<file path="config.mk">
export PLATFORM = sky130hd
export DESIGN_NAME = id_queue
export DESIGN_NICKNAME = d
export VERILOG_FILES = /design/src/source/id_queue_pkg.sv /design/src/source/free_slot_finder.sv /design/src/source/head_tail_table.sv /design/src/source/linked_data_table.sv /design/src/source/exists_lookup.sv /design/src/source/queue_ctrl.sv /design/src/source/id_queue.sv
export SDC_FILE = /design/constraint.sdc
export NUM_CORES = 1
export LEC_CHECK = 0
export ABC_AREA = 1
export BUFFER_PORTS_ARGS = -buffer_cell sky130_fd_sc_hd__buf_4
export CAP_MARGIN = 20
export CELL_PAD_IN_SITES_DETAIL_PLACEMENT = 1
export CELL_PAD_IN_SITES_GLOBAL_PLACEMENT = 1
export CORE_MARGIN = 3
export CORE_UTILIZATION = 41
export CTS_BUF_LIST = sky130_fd_sc_hd__clkbuf_8
export CTS_CLUSTER_SIZE = 24
export DETAILED_ROUTE_END_ITERATION = 12
export HOLD_SLACK_MARGIN = 0.06
export MAX_ROUTING_LAYER = met4
export PLACE_DENSITY_LB_ADDON = 0.1
export SETUP_SLACK_MARGIN = 0.2
export SYNTH_ARGS = -nofsm -noshare
export SYNTH_HDL_FRONTEND = slang
export SYNTH_HIERARCHICAL = 1
export SYNTH_SLANG_ARGS = --single-unit
</file>
<file path="constraint.sdc">
create_clock -name clk_i -period 4 [get_ports clk_i]
set_clock_uncertainty 0.15 [all_clocks]
set_input_delay 0.8 -clock clk_i [delete_from_list [all_inputs] [get_ports clk_i]]
set_output_delay 0.8 -clock clk_i [all_outputs]
set_load 0.005 [all_outputs]
</file>
<file path="src/source/id_queue_pkg.sv">
// ID queue shared definitions
package id_queue_pkg;

    // Element sizes
    localparam int IdWidth   = 3;
    localparam int DataWidth = 8;
    localparam int Capacity  = 6;

    // Each ID owns at most one head-tail entry, so the table never needs more
    // entries than there are IDs or elements
    localparam int NIds       = 2 ** IdWidth;
    localparam int HtCapacity = (NIds < Capacity) ? NIds : Capacity;
    localparam int LdIdxWidth = $clog2(Capacity);
    localparam int HtIdxWidth = $clog2(HtCapacity);

    typedef logic [IdWidth-1:0]    id_t;
    typedef logic [DataWidth-1:0]  data_t;
    typedef logic [LdIdxWidth-1:0] ld_idx_t;
    typedef logic [HtIdxWidth-1:0] ht_idx_t;

    // One live ID with the first and last element of its chain
    typedef struct packed {
        id_t     id;
        ld_idx_t head;
        ld_idx_t tail;
        logic    free;
    } head_tail_t;

    // One stored element and the index of the next element with the same ID
    typedef struct packed {
        data_t   data;
        ld_idx_t next;
        logic    free;
    } linked_data_t;

    // Whole-entry write into the head-tail table
    typedef struct packed {
        logic       en;
        ht_idx_t    idx;
        head_tail_t entry;
    } ht_wr_t;

    // Allocation goes to the table's own first free slot
    typedef struct packed {
        logic    alloc_en;
        logic    link_en;
        ld_idx_t link_idx;
        data_t   alloc_data;
        logic    free_en;
        ld_idx_t free_idx;
    } ld_cmd_t;

endpackage

</file>
<file path="src/source/free_slot_finder.sv">
// Lowest free slot encoder
`timescale 1ns/1ns

module free_slot_finder #(
    parameter int Width = 4,
    localparam int IdxWidth = (Width > 1) ? $clog2(Width) : 1
) (
    input  logic [Width-1:0]    free_i,
    output logic [IdxWidth-1:0] idx_o,
    output logic                any_o
);

    // Scan from the top down so that the lowest set bit is the last one written
    always_comb begin
        idx_o = '0;
        for (int i = Width - 1; i >= 0; i--) begin
            if (free_i[i]) begin
                idx_o = IdxWidth'(i);
            end
        end
    end

    // Index zero is also returned when nothing is free, so callers must check this flag
    assign any_o = |free_i;

endmodule

</file>
<file path="src/source/head_tail_table.sv">
// Head-tail table
`timescale 1ns/1ns

module head_tail_table
    import id_queue_pkg::*;
(
    input  logic       clk_i,
    input  logic       rst_ni,
    input  ht_wr_t     wr_i,
    input  id_t        id_i,
    input  logic       match_en_i,
    output logic       hit_o,
    output ht_idx_t    hit_idx_o,
    output head_tail_t hit_entry_o,
    output ht_idx_t    free_idx_o
);

    head_tail_t [HtCapacity-1:0] entries_q;
    logic       [HtCapacity-1:0] match;
    logic       [HtCapacity-1:0] free_vec;

    // Only live entries take part in the ID match
    for (genvar i = 0; i < HtCapacity; i++) begin : gen_match
        assign match[i]    = match_en_i && !entries_q[i].free && (entries_q[i].id == id_i);
        assign free_vec[i] = entries_q[i].free;
    end

    assign hit_o = |match;

    // The match vector is one-hot or zero, so ORing indices is a valid encoding
    always_comb begin
        hit_idx_o = '0;
        for (int i = 0; i < HtCapacity; i++) begin
            if (match[i]) begin
                hit_idx_o = hit_idx_o | ht_idx_t'(i);
            end
        end
    end

    assign hit_entry_o = entries_q[hit_idx_o];

    // There is always a free entry when the element storage has room
    free_slot_finder #(
        .Width (HtCapacity)
    ) free_slot_finder_inst (
        .free_i (free_vec),
        .idx_o  (free_idx_o),
        .any_o  ()
    );

    always_ff @(posedge clk_i or negedge rst_ni) begin
        if (!rst_ni) begin
            for (int i = 0; i < HtCapacity; i++) begin
                entries_q[i] <= '{id: '0, head: '0, tail: '0, free: 1'b1};
            end
        end else if (wr_i.en) begin
            entries_q[wr_i.idx] <= wr_i.entry;
        end
    end

    // A second live entry for one ID would split its FIFO order
    a_unique_id : assert property (@(posedge clk_i) disable iff (!rst_ni)
        $onehot0(match))
        else $error("More than one head-tail entry matches the ID");

endmodule

</file>
<file path="src/source/linked_data_table.sv">
// Linked data table
`timescale 1ns/1ns

module linked_data_table
    import id_queue_pkg::*;
(
    input  logic                       clk_i,
    input  logic                       rst_ni,
    input  ld_cmd_t                    cmd_i,
    input  ld_idx_t                    head_idx_i,
    output linked_data_t               head_o,
    output ld_idx_t                    alloc_idx_o,
    output logic                       full_o,
    output linked_data_t [Capacity-1:0] entries_o
);

    linked_data_t [Capacity-1:0] entries_q;
    logic         [Capacity-1:0] free_vec;
    logic                        any_free;

    for (genvar i = 0; i < Capacity; i++) begin : gen_free
        assign free_vec[i] = entries_q[i].free;
    end

    free_slot_finder #(
        .Width (Capacity)
    ) free_slot_finder_inst (
        .free_i (free_vec),
        .idx_o  (alloc_idx_o),
        .any_o  (any_free)
    );

    // The queue is full exactly when no element slot is free
    assign full_o    = !any_free;
    assign head_o    = entries_q[head_idx_i];
    assign entries_o = entries_q;

    always_ff @(posedge clk_i or negedge rst_ni) begin
        if (!rst_ni) begin
            for (int i = 0; i < Capacity; i++) begin
                entries_q[i] <= '{data: '0, next: '0, free: 1'b1};
            end
        end else begin
            if (cmd_i.alloc_en) begin
                entries_q[alloc_idx_o] <= '{data: cmd_i.alloc_data, next: '0, free: 1'b0};
                // Chain the new element behind the current tail of its ID
                if (cmd_i.link_en) begin
                    entries_q[cmd_i.link_idx].next <= alloc_idx_o;
                end
            end
            // Payload of a freed slot is left as it was
            if (cmd_i.free_en) begin
                entries_q[cmd_i.free_idx].free <= 1'b1;
            end
        end
    end

    a_no_alloc_full : assert property (@(posedge clk_i) disable iff (!rst_ni)
        cmd_i.alloc_en |-> !full_o)
        else $error("Element allocated while the queue is full");

    a_no_double_free : assert property (@(posedge clk_i) disable iff (!rst_ni)
        cmd_i.free_en |-> !entries_q[cmd_i.free_idx].free)
        else $error("Element slot freed twice");

endmodule

</file>
<file path="src/source/exists_lookup.sv">
// Masked exists search
`timescale 1ns/1ns

module exists_lookup
    import id_queue_pkg::*;
(
    input  linked_data_t [Capacity-1:0] entries_i,
    input  logic                        req_i,
    input  data_t                       data_i,
    input  data_t                       mask_i,
    output logic                        gnt_o,
    output logic                        exists_o
);

    logic [Capacity-1:0] match;

    // A bit only counts as a mismatch where the mask is set
    for (genvar i = 0; i < Capacity; i++) begin : gen_cmp
        assign match[i] = !entries_i[i].free &&
                          (((entries_i[i].data ^ data_i) & mask_i) == '0);
    end

    // The search is always granted, so the grant just follows the request
    assign gnt_o    = req_i;
    assign exists_o = req_i && (|match);

endmodule

</file>
<file path="src/source/queue_ctrl.sv">
// ID queue controller
`timescale 1ns/1ns

module queue_ctrl
    import id_queue_pkg::*;
(
    input  logic         inp_req_i,
    input  id_t          inp_id_i,
    input  data_t        inp_data_i,
    input  logic         oup_req_i,
    input  id_t          oup_id_i,
    input  logic         oup_pop_i,
    input  logic         full_i,
    input  logic         hit_i,
    input  ht_idx_t      hit_idx_i,
    input  head_tail_t   hit_entry_i,
    input  ht_idx_t      ht_free_idx_i,
    input  ld_idx_t      alloc_idx_i,
    input  linked_data_t head_i,
    output id_t          match_id_o,
    output logic         match_en_o,
    output ld_idx_t      head_idx_o,
    output ht_wr_t       ht_wr_o,
    output ld_cmd_t      ld_cmd_o,
    output logic         inp_gnt_o,
    output logic         oup_gnt_o,
    output data_t        oup_data_o,
    output logic         oup_data_valid_o
);

    logic push;

    // Push wins the cycle, and a read only goes through when no push does
    assign inp_gnt_o  = !full_i;
    assign push       = inp_req_i && inp_gnt_o;
    assign oup_gnt_o  = oup_req_i && !push;

    // One shared matcher serves whichever port owns the cycle
    assign match_id_o = push ? inp_id_i : oup_id_i;
    assign match_en_o = push || oup_gnt_o;
    assign head_idx_o = hit_entry_i.head;

    assign oup_data_valid_o = oup_gnt_o && hit_i;
    assign oup_data_o       = oup_data_valid_o ? head_i.data : '0;

    always_comb begin
        ht_wr_o  = '0;
        ld_cmd_o = '0;
        if (push) begin
            ld_cmd_o.alloc_en   = 1'b1;
            ld_cmd_o.alloc_data = inp_data_i;
            ht_wr_o.en          = 1'b1;
            if (hit_i) begin
                // Append behind the existing tail and move the tail forward
                ld_cmd_o.link_en   = 1'b1;
                ld_cmd_o.link_idx  = hit_entry_i.tail;
                ht_wr_o.idx        = hit_idx_i;
                ht_wr_o.entry      = hit_entry_i;
                ht_wr_o.entry.tail = alloc_idx_i;
            end else begin
                // First element of this ID opens a new head-tail entry
                ht_wr_o.idx   = ht_free_idx_i;
                ht_wr_o.entry = '{id: inp_id_i, head: alloc_idx_i, tail: alloc_idx_i,
                                  free: 1'b0};
            end
        end else if (oup_data_valid_o && oup_pop_i) begin
            ld_cmd_o.free_en  = 1'b1;
            ld_cmd_o.free_idx = hit_entry_i.head;
            ht_wr_o.en        = 1'b1;
            ht_wr_o.idx       = hit_idx_i;
            if (hit_entry_i.head == hit_entry_i.tail) begin
                // Last element of the ID leaves, so the ID entry goes too
                ht_wr_o.entry = '{id: '0, head: '0, tail: '0, free: 1'b1};
            end else begin
                ht_wr_o.entry      = hit_entry_i;
                ht_wr_o.entry.head = head_i.next;
            end
        end
    end

endmodule

</file>
<file path="src/source/id_queue.sv">
// ID queue top level
`timescale 1ns/1ns

module id_queue
    import id_queue_pkg::*;
(
    input  logic  clk_i,
    input  logic  rst_ni,
    input  logic  inp_req_i,
    input  id_t   inp_id_i,
    input  data_t inp_data_i,
    output logic  inp_gnt_o,
    input  logic  oup_req_i,
    input  id_t   oup_id_i,
    input  logic  oup_pop_i,
    output logic  oup_gnt_o,
    output data_t oup_data_o,
    output logic  oup_data_valid_o,
    input  logic  exists_req_i,
    input  data_t exists_data_i,
    input  data_t exists_mask_i,
    output logic  exists_gnt_o,
    output logic  exists_o
);

    ht_wr_t                      ht_wr;
    ld_cmd_t                     ld_cmd;
    id_t                         match_id;
    logic                        match_en;
    logic                        hit;
    ht_idx_t                     hit_idx;
    head_tail_t                  hit_entry;
    ht_idx_t                     ht_free_idx;
    ld_idx_t                     head_idx;
    linked_data_t                head;
    ld_idx_t                     alloc_idx;
    logic                        full;
    linked_data_t [Capacity-1:0] ld_entries;

    queue_ctrl queue_ctrl_inst (
        .inp_req_i        (inp_req_i),
        .inp_id_i         (inp_id_i),
        .inp_data_i       (inp_data_i),
        .oup_req_i        (oup_req_i),
        .oup_id_i         (oup_id_i),
        .oup_pop_i        (oup_pop_i),
        .full_i           (full),
        .hit_i            (hit),
        .hit_idx_i        (hit_idx),
        .hit_entry_i      (hit_entry),
        .ht_free_idx_i    (ht_free_idx),
        .alloc_idx_i      (alloc_idx),
        .head_i           (head),
        .match_id_o       (match_id),
        .match_en_o       (match_en),
        .head_idx_o       (head_idx),
        .ht_wr_o          (ht_wr),
        .ld_cmd_o         (ld_cmd),
        .inp_gnt_o        (inp_gnt_o),
        .oup_gnt_o        (oup_gnt_o),
        .oup_data_o       (oup_data_o),
        .oup_data_valid_o (oup_data_valid_o)
    );

    head_tail_table head_tail_table_inst (
        .clk_i       (clk_i),
        .rst_ni      (rst_ni),
        .wr_i        (ht_wr),
        .id_i        (match_id),
        .match_en_i  (match_en),
        .hit_o       (hit),
        .hit_idx_o   (hit_idx),
        .hit_entry_o (hit_entry),
        .free_idx_o  (ht_free_idx)
    );

    linked_data_table linked_data_table_inst (
        .clk_i       (clk_i),
        .rst_ni      (rst_ni),
        .cmd_i       (ld_cmd),
        .head_idx_i  (head_idx),
        .head_o      (head),
        .alloc_idx_o (alloc_idx),
        .full_o      (full),
        .entries_o   (ld_entries)
    );

    // The search sees the stored elements directly and ignores the other ports
    exists_lookup exists_lookup_inst (
        .entries_i (ld_entries),
        .req_i     (exists_req_i),
        .data_i    (exists_data_i),
        .mask_i    (exists_mask_i),
        .gnt_o     (exists_gnt_o),
        .exists_o  (exists_o)
    );

endmodule

</file>
Yosys cells after proc, flatten, opt, wreduce, memory -nomap -nowiden
Cells that the tools add are included.
- word-level logic and storage cells: 167
- flip-flop bits (word level): 132
- ROM bits: 0
- memories: 0
- input bits: 36
- latch bits: 0
- memory bits (writable): 0
- add/sub/neg operators: 0
- mux-type cells: 46
- eq/ne operators: 7
- bitwise logic cells: 12
- reductions and logical operators: 50
- magnitude comparators: 10
- shift-type cells: 0
- div/mod/pow operators: 0
- multiply operators: 0
- operator list (kind ; count):
    $bwmux W72 ; 3
    $mux W72 ; 3
    $demux W12 S3 ; 3
    $bwmux W60 ; 1
    $and A8 B8 Y8 ; 6
    $logic_not A8 Y1 ; 6
    $xor A8 B8 Y8 ; 6
    $mux W3 ; 15
    $bmux W12 S3 ; 1
    $bmux W10 S3 ; 1
    $demux W10 S3 ; 1
    $mux W10 ; 3
    $mux W14 ; 2
    $logic_and A1 B1 Y1 ; 27
    $mux W13 ; 2
    $lt A3 B4 Y1 const B ; 6
    $mux W12 ; 2
    $eq A3 B3 Y1 ; 7
    $reduce_or A6 Y1 ; 3
    $mux W4 ; 4
    $logic_not A1 Y1 ; 13
    $ge A3 B1 Y1 const B ; 4
    $mux W8 ; 1
    $mux W2 ; 2
    2 further kinds ; 3

Depth between registers and ports, before layout
Gate-level depths: netlist of the first run.
- word-level depth: 25
- mapped depth: 34

Modules after synthesis
The synthesis of the first run kept the hierarchy.
- modules (own cells, without submodules) (module ; times used ; area each (um2) ; cells each ; seq. area each (um2)):
    linked_data_table ; 1 ; 3833.7 ; 500 ; 1809.2
    head_tail_table ; 1 ; 3329.4 ; 466 ; 1508.9
    exists_lookup ; 1 ; 1057.3 ; 232 ; 0.0
    queue_ctrl ; 1 ; 613.1 ; 131 ; 0.0
    free_slot_finder ; 2 ; 72.6 ; 15 ; 0.0

Worst setup path after synthesis of the first run
OpenSTA, ideal clock, no wires.
- path kind: reg-to-output
- start: reg linked_data_table_inst.entries_q (netlist bit linked_data_table_inst/entries_o[0])
- end: out oup_data_o[0]
- slack: -0.278 ns
- data required time: 3.050 ns
- buffers on the path: 5
- cell stages (with the launch flop): 30
- arrival time: 3.328 ns
- cell sequence: dfstp_2 > inv_1 > nand4_1 > inv_1 > inv_2 > nand2_4 > buf_2 > o21ai_0 > inv_2 > nand2_1 > nand2_1 > nor2_4 > nand2_2 > nand3_4 > buf_6 > nand2_1 > nand3_1 > nand2_1 > nand2_1 > nand2_1 > buf_4 > buf_4 > buf_2 > nand2_1 > nand3_1 > nand2_1 > nand2_1 > nand2_1 > inv_1 > nor2_1
- RTL lines (item ; RTL line ; text):
    from (decl) ; linked_data_table.sv:17 ; linked_data_t [Capacity-1:0] entries_q;
    from (signal, indexed assignment) ; linked_data_table.sv:41 ; entries_q[i] <= '{data: '0, next: '0, free: 1'b1};
    from (signal, indexed assignment) ; linked_data_table.sv:45 ; entries_q[alloc_idx_o] <= '{data: cmd_i.alloc_data, next: '0, free: 1'b0};
    to (decl) ; id_queue.sv:17 ; output data_t oup_data_o,

==> reports/summary.txt, run 1 <==
DRC marker count from the first detailed-route iteration: 482
Floorplan die height: 153.4 um
Floorplan Core Area: 21150 um^2
Total I/O pin count: 49
Summed instance area of the synthesized netlist: 8907 um^2
Final-report max-slew violation count: 0
Clock tree from TritonCTS: done
Count of vias placed by the detailed router: 8911
Failing checks: negative setup slack
Number of buffers inserted for hold repair after clock tree synthesis: 0
Clk pin slew, worst setup/hold paths: 100 ps
Setup WS pre-CTS: -184.8 ps
Effective utilization at floorplan: 42.11%
Sum Neg Setup Slack: -4222 ps
Area taken by flip-flops and latches: 3318 um^2
Placer congestion estimate: 0.8800
Area enclosed by the die boundary: 23530 um^2
Post-place instance area: 9859 um^2
Total non-filler cell area in the finished layout: 10730 um^2
Number of antenna diodes: 0
Smallest setup slack after layout: -536.6 ps
CTS Sinks: 132
Yosys warning count: 6
Num rows: 53
Residual DRC: 0
Maximum number of pins on one net before global-route repair: 83
RSZ-0062 raised after global routing: yes
Synth Area per Inst: 6.632 um^2
Number of H-tree levels: 4
CP required: 3050 ps
First-pass GRT wire length: 48150 um
Type of the worst min-delay path: in2async
Relative max-transition margin: 35.45%
Max VDD drop: 0.0002566 V
Max-Cap Viols: 0
Worst-case clock buffer depth: 2
Maximum frequency from static timing analysis: 0.2204 GHz
Fraction of layout instances using a drive strength above 1: 21.48%
Startpoint kind of the worst setup timing path: register
Number of global-route vias before repair: 9116
Detail-routed net length per standard cell: 16.69 um
Nets: 1494
Power density over the cells: 638.2 nW/um^2
Clock tree root buffer cell: sky130_fd_sc_hd__clkbuf_8
Finish-stage setup viols: 13
Grt total ovfl: 0
Final HPWL from detailed placement: 21330 um
Count of nets left with antenna violations after detail routing: 0
Insertion delay of the later-clocked pin in the worst-skew pair: 460 ps
Run status: finished, violations left
Period utilisation layout: 113.4%
Die extent in x: 153.4 um
Syn Nets: 1379
Number of vias per cell after detailed routing: 5.104
Met1 Wirelength: 12770 um
Count of mapped cells out of synthesis: 1343
Data arrival time of the critical path: 3590 ps
Crit path kind: reg2out
Slew at the pin closest to its max-slew limit: 965.9 ps
Total routed wirelength: 29140 um
Worst setup EP type: primary output
Number of fill cells in the layout: 2814
Number of iterations in the first detailed-routing pass: 4
CTS buffer count: 17
Area growth from synthesis to layout: 20.41%
Area of the multi-input gates: 4531 um^2
Post-route minimum period: 4537 ps
Final Hold Fails: 0
Global-route usage over all layers: 26.09%
Length of routed met3 wiring: 868 um
Antenna violations before repair: 0
Top routing layer in use: met4
Buffers on Ports: 48
Maximum fanout encountered on the critical timing path: 7
Reported leakage power: 5.341 nW
Routed wire length on met2: 15090 um
-- timing repair --
item | CTS | global route
pin swaps | 15 | 22
resized for setup | 48 | 38
setup endpoints to repair | 87 | 93
gates cloned | 3 | 1
setup buffers | 9 | 9
-- critical path, cell delays in order, from the launching register on --
cell and delay [ps]:
sky130_fd_sc_hd__dfstp_2 540, sky130_fd_sc_hd__nor2_2 50, sky130_fd_sc_hd__nand4_1 130, sky130_fd_sc_hd__inv_2 60
sky130_fd_sc_hd__inv_4 90, sky130_fd_sc_hd__nand2_4 70, sky130_fd_sc_hd__o21ai_4 260, sky130_fd_sc_hd__buf_6 150
sky130_fd_sc_hd__nand2_1 50, sky130_fd_sc_hd__nand2_1 80, sky130_fd_sc_hd__nor2_2 50, sky130_fd_sc_hd__nand2_4 130
sky130_fd_sc_hd__buf_12 120, sky130_fd_sc_hd__nand3_4 110, sky130_fd_sc_hd__nand2_2 100, sky130_fd_sc_hd__nand2_2 60
sky130_fd_sc_hd__nand3_2 100, sky130_fd_sc_hd__nand2_8 130, sky130_fd_sc_hd__clkbuf_16 180, sky130_fd_sc_hd__or2_2 290
sky130_fd_sc_hd__o211ai_1 80, sky130_fd_sc_hd__nand2_1 70, sky130_fd_sc_hd__inv_1 70, sky130_fd_sc_hd__nor2_2 30
sky130_fd_sc_hd__buf_4 120
-- layout make-up --
cell class,count,area share (%)
multi-input cells,943,42.24
flip-flops and latches,132,30.94
repair buffers,159,12.66
inverters,205,7.548
well taps,275,3.208
clock buffers,18,2.310
clock inverters,14,1.097
-- metal layers --
layer	global-route usage, %	vias up
met2	45.76	128
met1	31.85	4352
met3	3.454	30
met5	-	-
li1	-	4401
met4	6.728	0
-- registers in the layout, summed over array words and instances, names as in the netlist --
signal                            count
head_tail_table_inst/entries_q       60
linked_data_table_inst/entries_o     72
-- power by group --
group          switching, mW  total, mW  internal, mW
sequential             0.185       1.72          1.54
clock                  0.628       1.09         0.464
combinational           2.44       4.03          1.59
total                   3.25       6.84          3.60
-- stage by stage --
step	util (%)	hold WS, ps	power [mW]	instances
after floorplan	-	294.4	4.093	1343
after global placement	46.61	312.8	5.161	1692
after detailed placement	46.61	322.5	5.255	1692
after CTS	49.64	248.1	6.692	1736
after global routing	50.70	240.0	7.424	1746
final	50.70	170.1	6.844	1746
-- cells in the final DEF, fill, tap and decap left out, drive strengths merged --
master,instances
a21oi,8
a22oi,3
buf,158
clkbuf,19
clkinv,5
clkinvlp,3
dfrtp,120
dfstp,12
inv,211
nand2,494
nand3,137
nand3b,8
nand4,15
nor2,91
nor3,4
o211ai,12
o21ai,132
o21bai,4
o22ai,2
or2,31
xnor2,1
xor2,1
-- worst paths after layout --
kind / start / end / slack (ps) / cells after the start
min in group clk_i: head_tail_table_inst/entries_q[11] / head_tail_table_inst/entries_q[11] / 340 / 2
worst max-delay path: linked_data_table_inst/entries_o[60] / oup_data_o[0] / -540 / 24
worst max register to register: linked_data_table_inst/entries_o[60] / head_tail_table_inst/entries_q[29] / -10 / 26
max in group asynchronous: rst_ni / head_tail_table_inst/entries_q[50] / 2610 / 2
worst min register to register: head_tail_table_inst/entries_q[11] / head_tail_table_inst/entries_q[11] / 340 / 2
worst min-delay path: rst_ni / linked_data_table_inst/entries_o[8] / 170 / 1
(Power assumes the default switching activity.)
==> run 2: changes to the inputs <==
Settings changed: SETUP_SLACK_MARGIN 0.2 to 0.05.
==> reports/summary.txt, run 2 (synthesis results as in run 1) <==
Run status: finished, violations left
Failing checks: negative setup slack
Num rows: 53
Number of global-route vias before repair: 9392
Total power of the final layout: 7.150 mW
Count of nets left with antenna violations after detail routing: 0
Buffers on Ports: 48
Final HPWL from detailed placement: 21650 um
Slowest Stage Delay on Critical Path: 540 ps
Number of iterations in the first detailed-routing pass: 5
Maximum frequency from static timing analysis: 0.2146 GHz
Finish-stage setup viols: 74
R2R Setup Slk: -360 ps
Insertion delay of the later-clocked pin in the worst-skew pair: 480 ps
Reported leakage power: 5.413 nW
First-pass GRT wire length: 49370 um
CTS buffer count: 17
Post-place instance area: 9891 um^2
Residual DRC: 0
Area enclosed by the die boundary: 23530 um^2
Period utilisation layout: 116.5%
Number of H-tree levels: 4
Slew at the pin closest to its max-slew limit: 946.0 ps
Startpoint kind of the worst setup timing path: register
Fraction of layout instances using a drive strength above 1: 22.64%
Floorplan die height: 153.4 um
Antenna violations before repair: 0
Max VDD drop: 0.0002924 V
DRC marker count from the first detailed-route iteration: 509
Final-report max-slew violation count: 0
CTS Sinks: 132
Area growth from synthesis to layout: 22.18%
Max-Cap Viols: 0
Worst-case clock buffer depth: 2
Post-route minimum period: 4660 ps
Final Hold Slack: 181.4 ps
Grt total ovfl: 0
Reg2Reg Depth: 29
Power density over the cells: 657.0 nW/um^2
Smallest setup slack after layout: -660.3 ps
Nets: 1507
Number of antenna diodes: 0
Maximum fanout encountered on the critical timing path: 11
Number of vias per cell after detailed routing: 5.100
Number of buffers inserted for hold repair after clock tree synthesis: 0
Type of the worst min-delay path: in2async
Placer congestion estimate: 0.8789
Detail-routed net length per standard cell: 17.40 um
RSZ-0062 raised after global routing: yes
Most common cell after layout, fill and taps aside: sky130_fd_sc_hd__nand2_1
Clock tree root buffer cell: sky130_fd_sc_hd__clkbuf_8
Worst setup EP type: primary output
Total routed wirelength: 30600 um
Top library cells by usage in the layout, fill and taps aside: sky130_fd_sc_hd__nand2_1 (464), sky130_fd_sc_hd__inv_1 (190), sky130_fd_sc_hd__buf_4 (147)
Reg-to-reg critical path endpoint: head_tail_table_inst/entries_q[4]
CP required: 3050 ps
Critical path's top delay family: simple AND/OR/NAND/NOR gates
Maximum number of pins on one net before global-route repair: 79
Crit path kind: reg2out
Worst R2R Start: linked_data_table_inst/entries_o[12]
Total I/O pin count: 49
Floorplan Core Area: 21150 um^2
Number of buffers and inverters on the critical path: 11
Clock tree from TritonCTS: done
Clk pin slew, worst setup/hold paths: 90 ps
Relative max-transition margin: 36.78%
Total non-filler cell area in the finished layout: 10880 um^2
Data arrival time of the critical path: 3710 ps
Cell type of the slowest stage on the worst timing path: sky130_fd_sc_hd__dfstp_2
Count of vias placed by the detailed router: 8971
Die extent in x: 153.4 um
Final Hold Fails: 0
Global-route usage over all layers: 27.04%
Effective utilization at floorplan: 42.11%
Flip-flop count of the largest register after layout: 72
==> run 2: cell count changes in the layout (fill, tap and decap cells not counted), moves of 4 or more <==
cell	change
sky130_fd_sc_hd__inv_4	-4
sky130_fd_sc_hd__buf_6	+6
sky130_fd_sc_hd__nand3_2	+4
sky130_fd_sc_hd__inv_8	+4
sky130_fd_sc_hd__nand2_1	-4
sky130_fd_sc_hd__buf_4	+9
==> run 2: worst max-delay path by stage <==
stage,cells after the start,to,startpoint
5_1_grt,28,oup_data_o[0],linked_data_table_inst/entries_o[48]
3_3_place_gp,22,oup_data_o[7],inp_req_i
2_1_floorplan,25,oup_data_o[5],inp_req_i
4_1_cts,26,oup_data_o[4],linked_data_table_inst/entries_o[24]
3_5_place_dp,22,oup_data_o[7],inp_req_i
6_report,27,oup_data_o[5],linked_data_table_inst/entries_o[12]
==> run 2: timing repair <==
action / 4_1_cts / 5_1_grt
resized for setup: 55 / 48
endpoints found under the setup margin: 79 / 93
pin swaps: 36 / 21
cloned: 5 / 0
setup buffers: 17 / 8
==> run 2: layout make-up <==
type | instances | area (um^2)
multi-input cells | 943 | 4592
flip-flops and latches | 132 | 3318
clock buffers | 17 | 234.0
repair buffers | 172 | 1448
fillers | 2832 | 10270
well taps | 275 | 344.1
inverters | 205 | 789.5
clock inverters | 15 | 157.7
==> run 2: layer usage <==
layer,vias to the layer above,track usage [%],share of wire (%)
li1,4422,-,-
met1,4340,31.62,43
met2,154,47.69,52
met3,55,3.737,2.8
met4,0,9.504,2.6
met5,-,-,0
==> run 2: metrics by stage <==
| stage | TNS, ps | instances | util (%) | setup WS [ps] |
|---|---|---|---|---|
| final | -24300 | 1759 | 51.45 | -660.3 |
| after global routing | -43760 | 1759 | 51.45 | -873.7 |
| after CTS | -22440 | 1751 | 50.38 | -606.4 |
| after detailed placement | -13140 | 1697 | 46.76 | -310.0 |
| after global placement | -11690 | 1697 | 46.76 | -281.2 |
| after floorplan | 0 | 1343 | - | 73.88 |
==> run 2: report_power, final <==
part,leakage [nW],switching (mW),internal [mW],total [mW]
Combinational,3.42,2.59,1.68,4.27
Clock,0.200,0.643,0.521,1.16
Sequential,1.79,0.181,1.54,1.72
Total,5.41,3.41,3.74,7.15
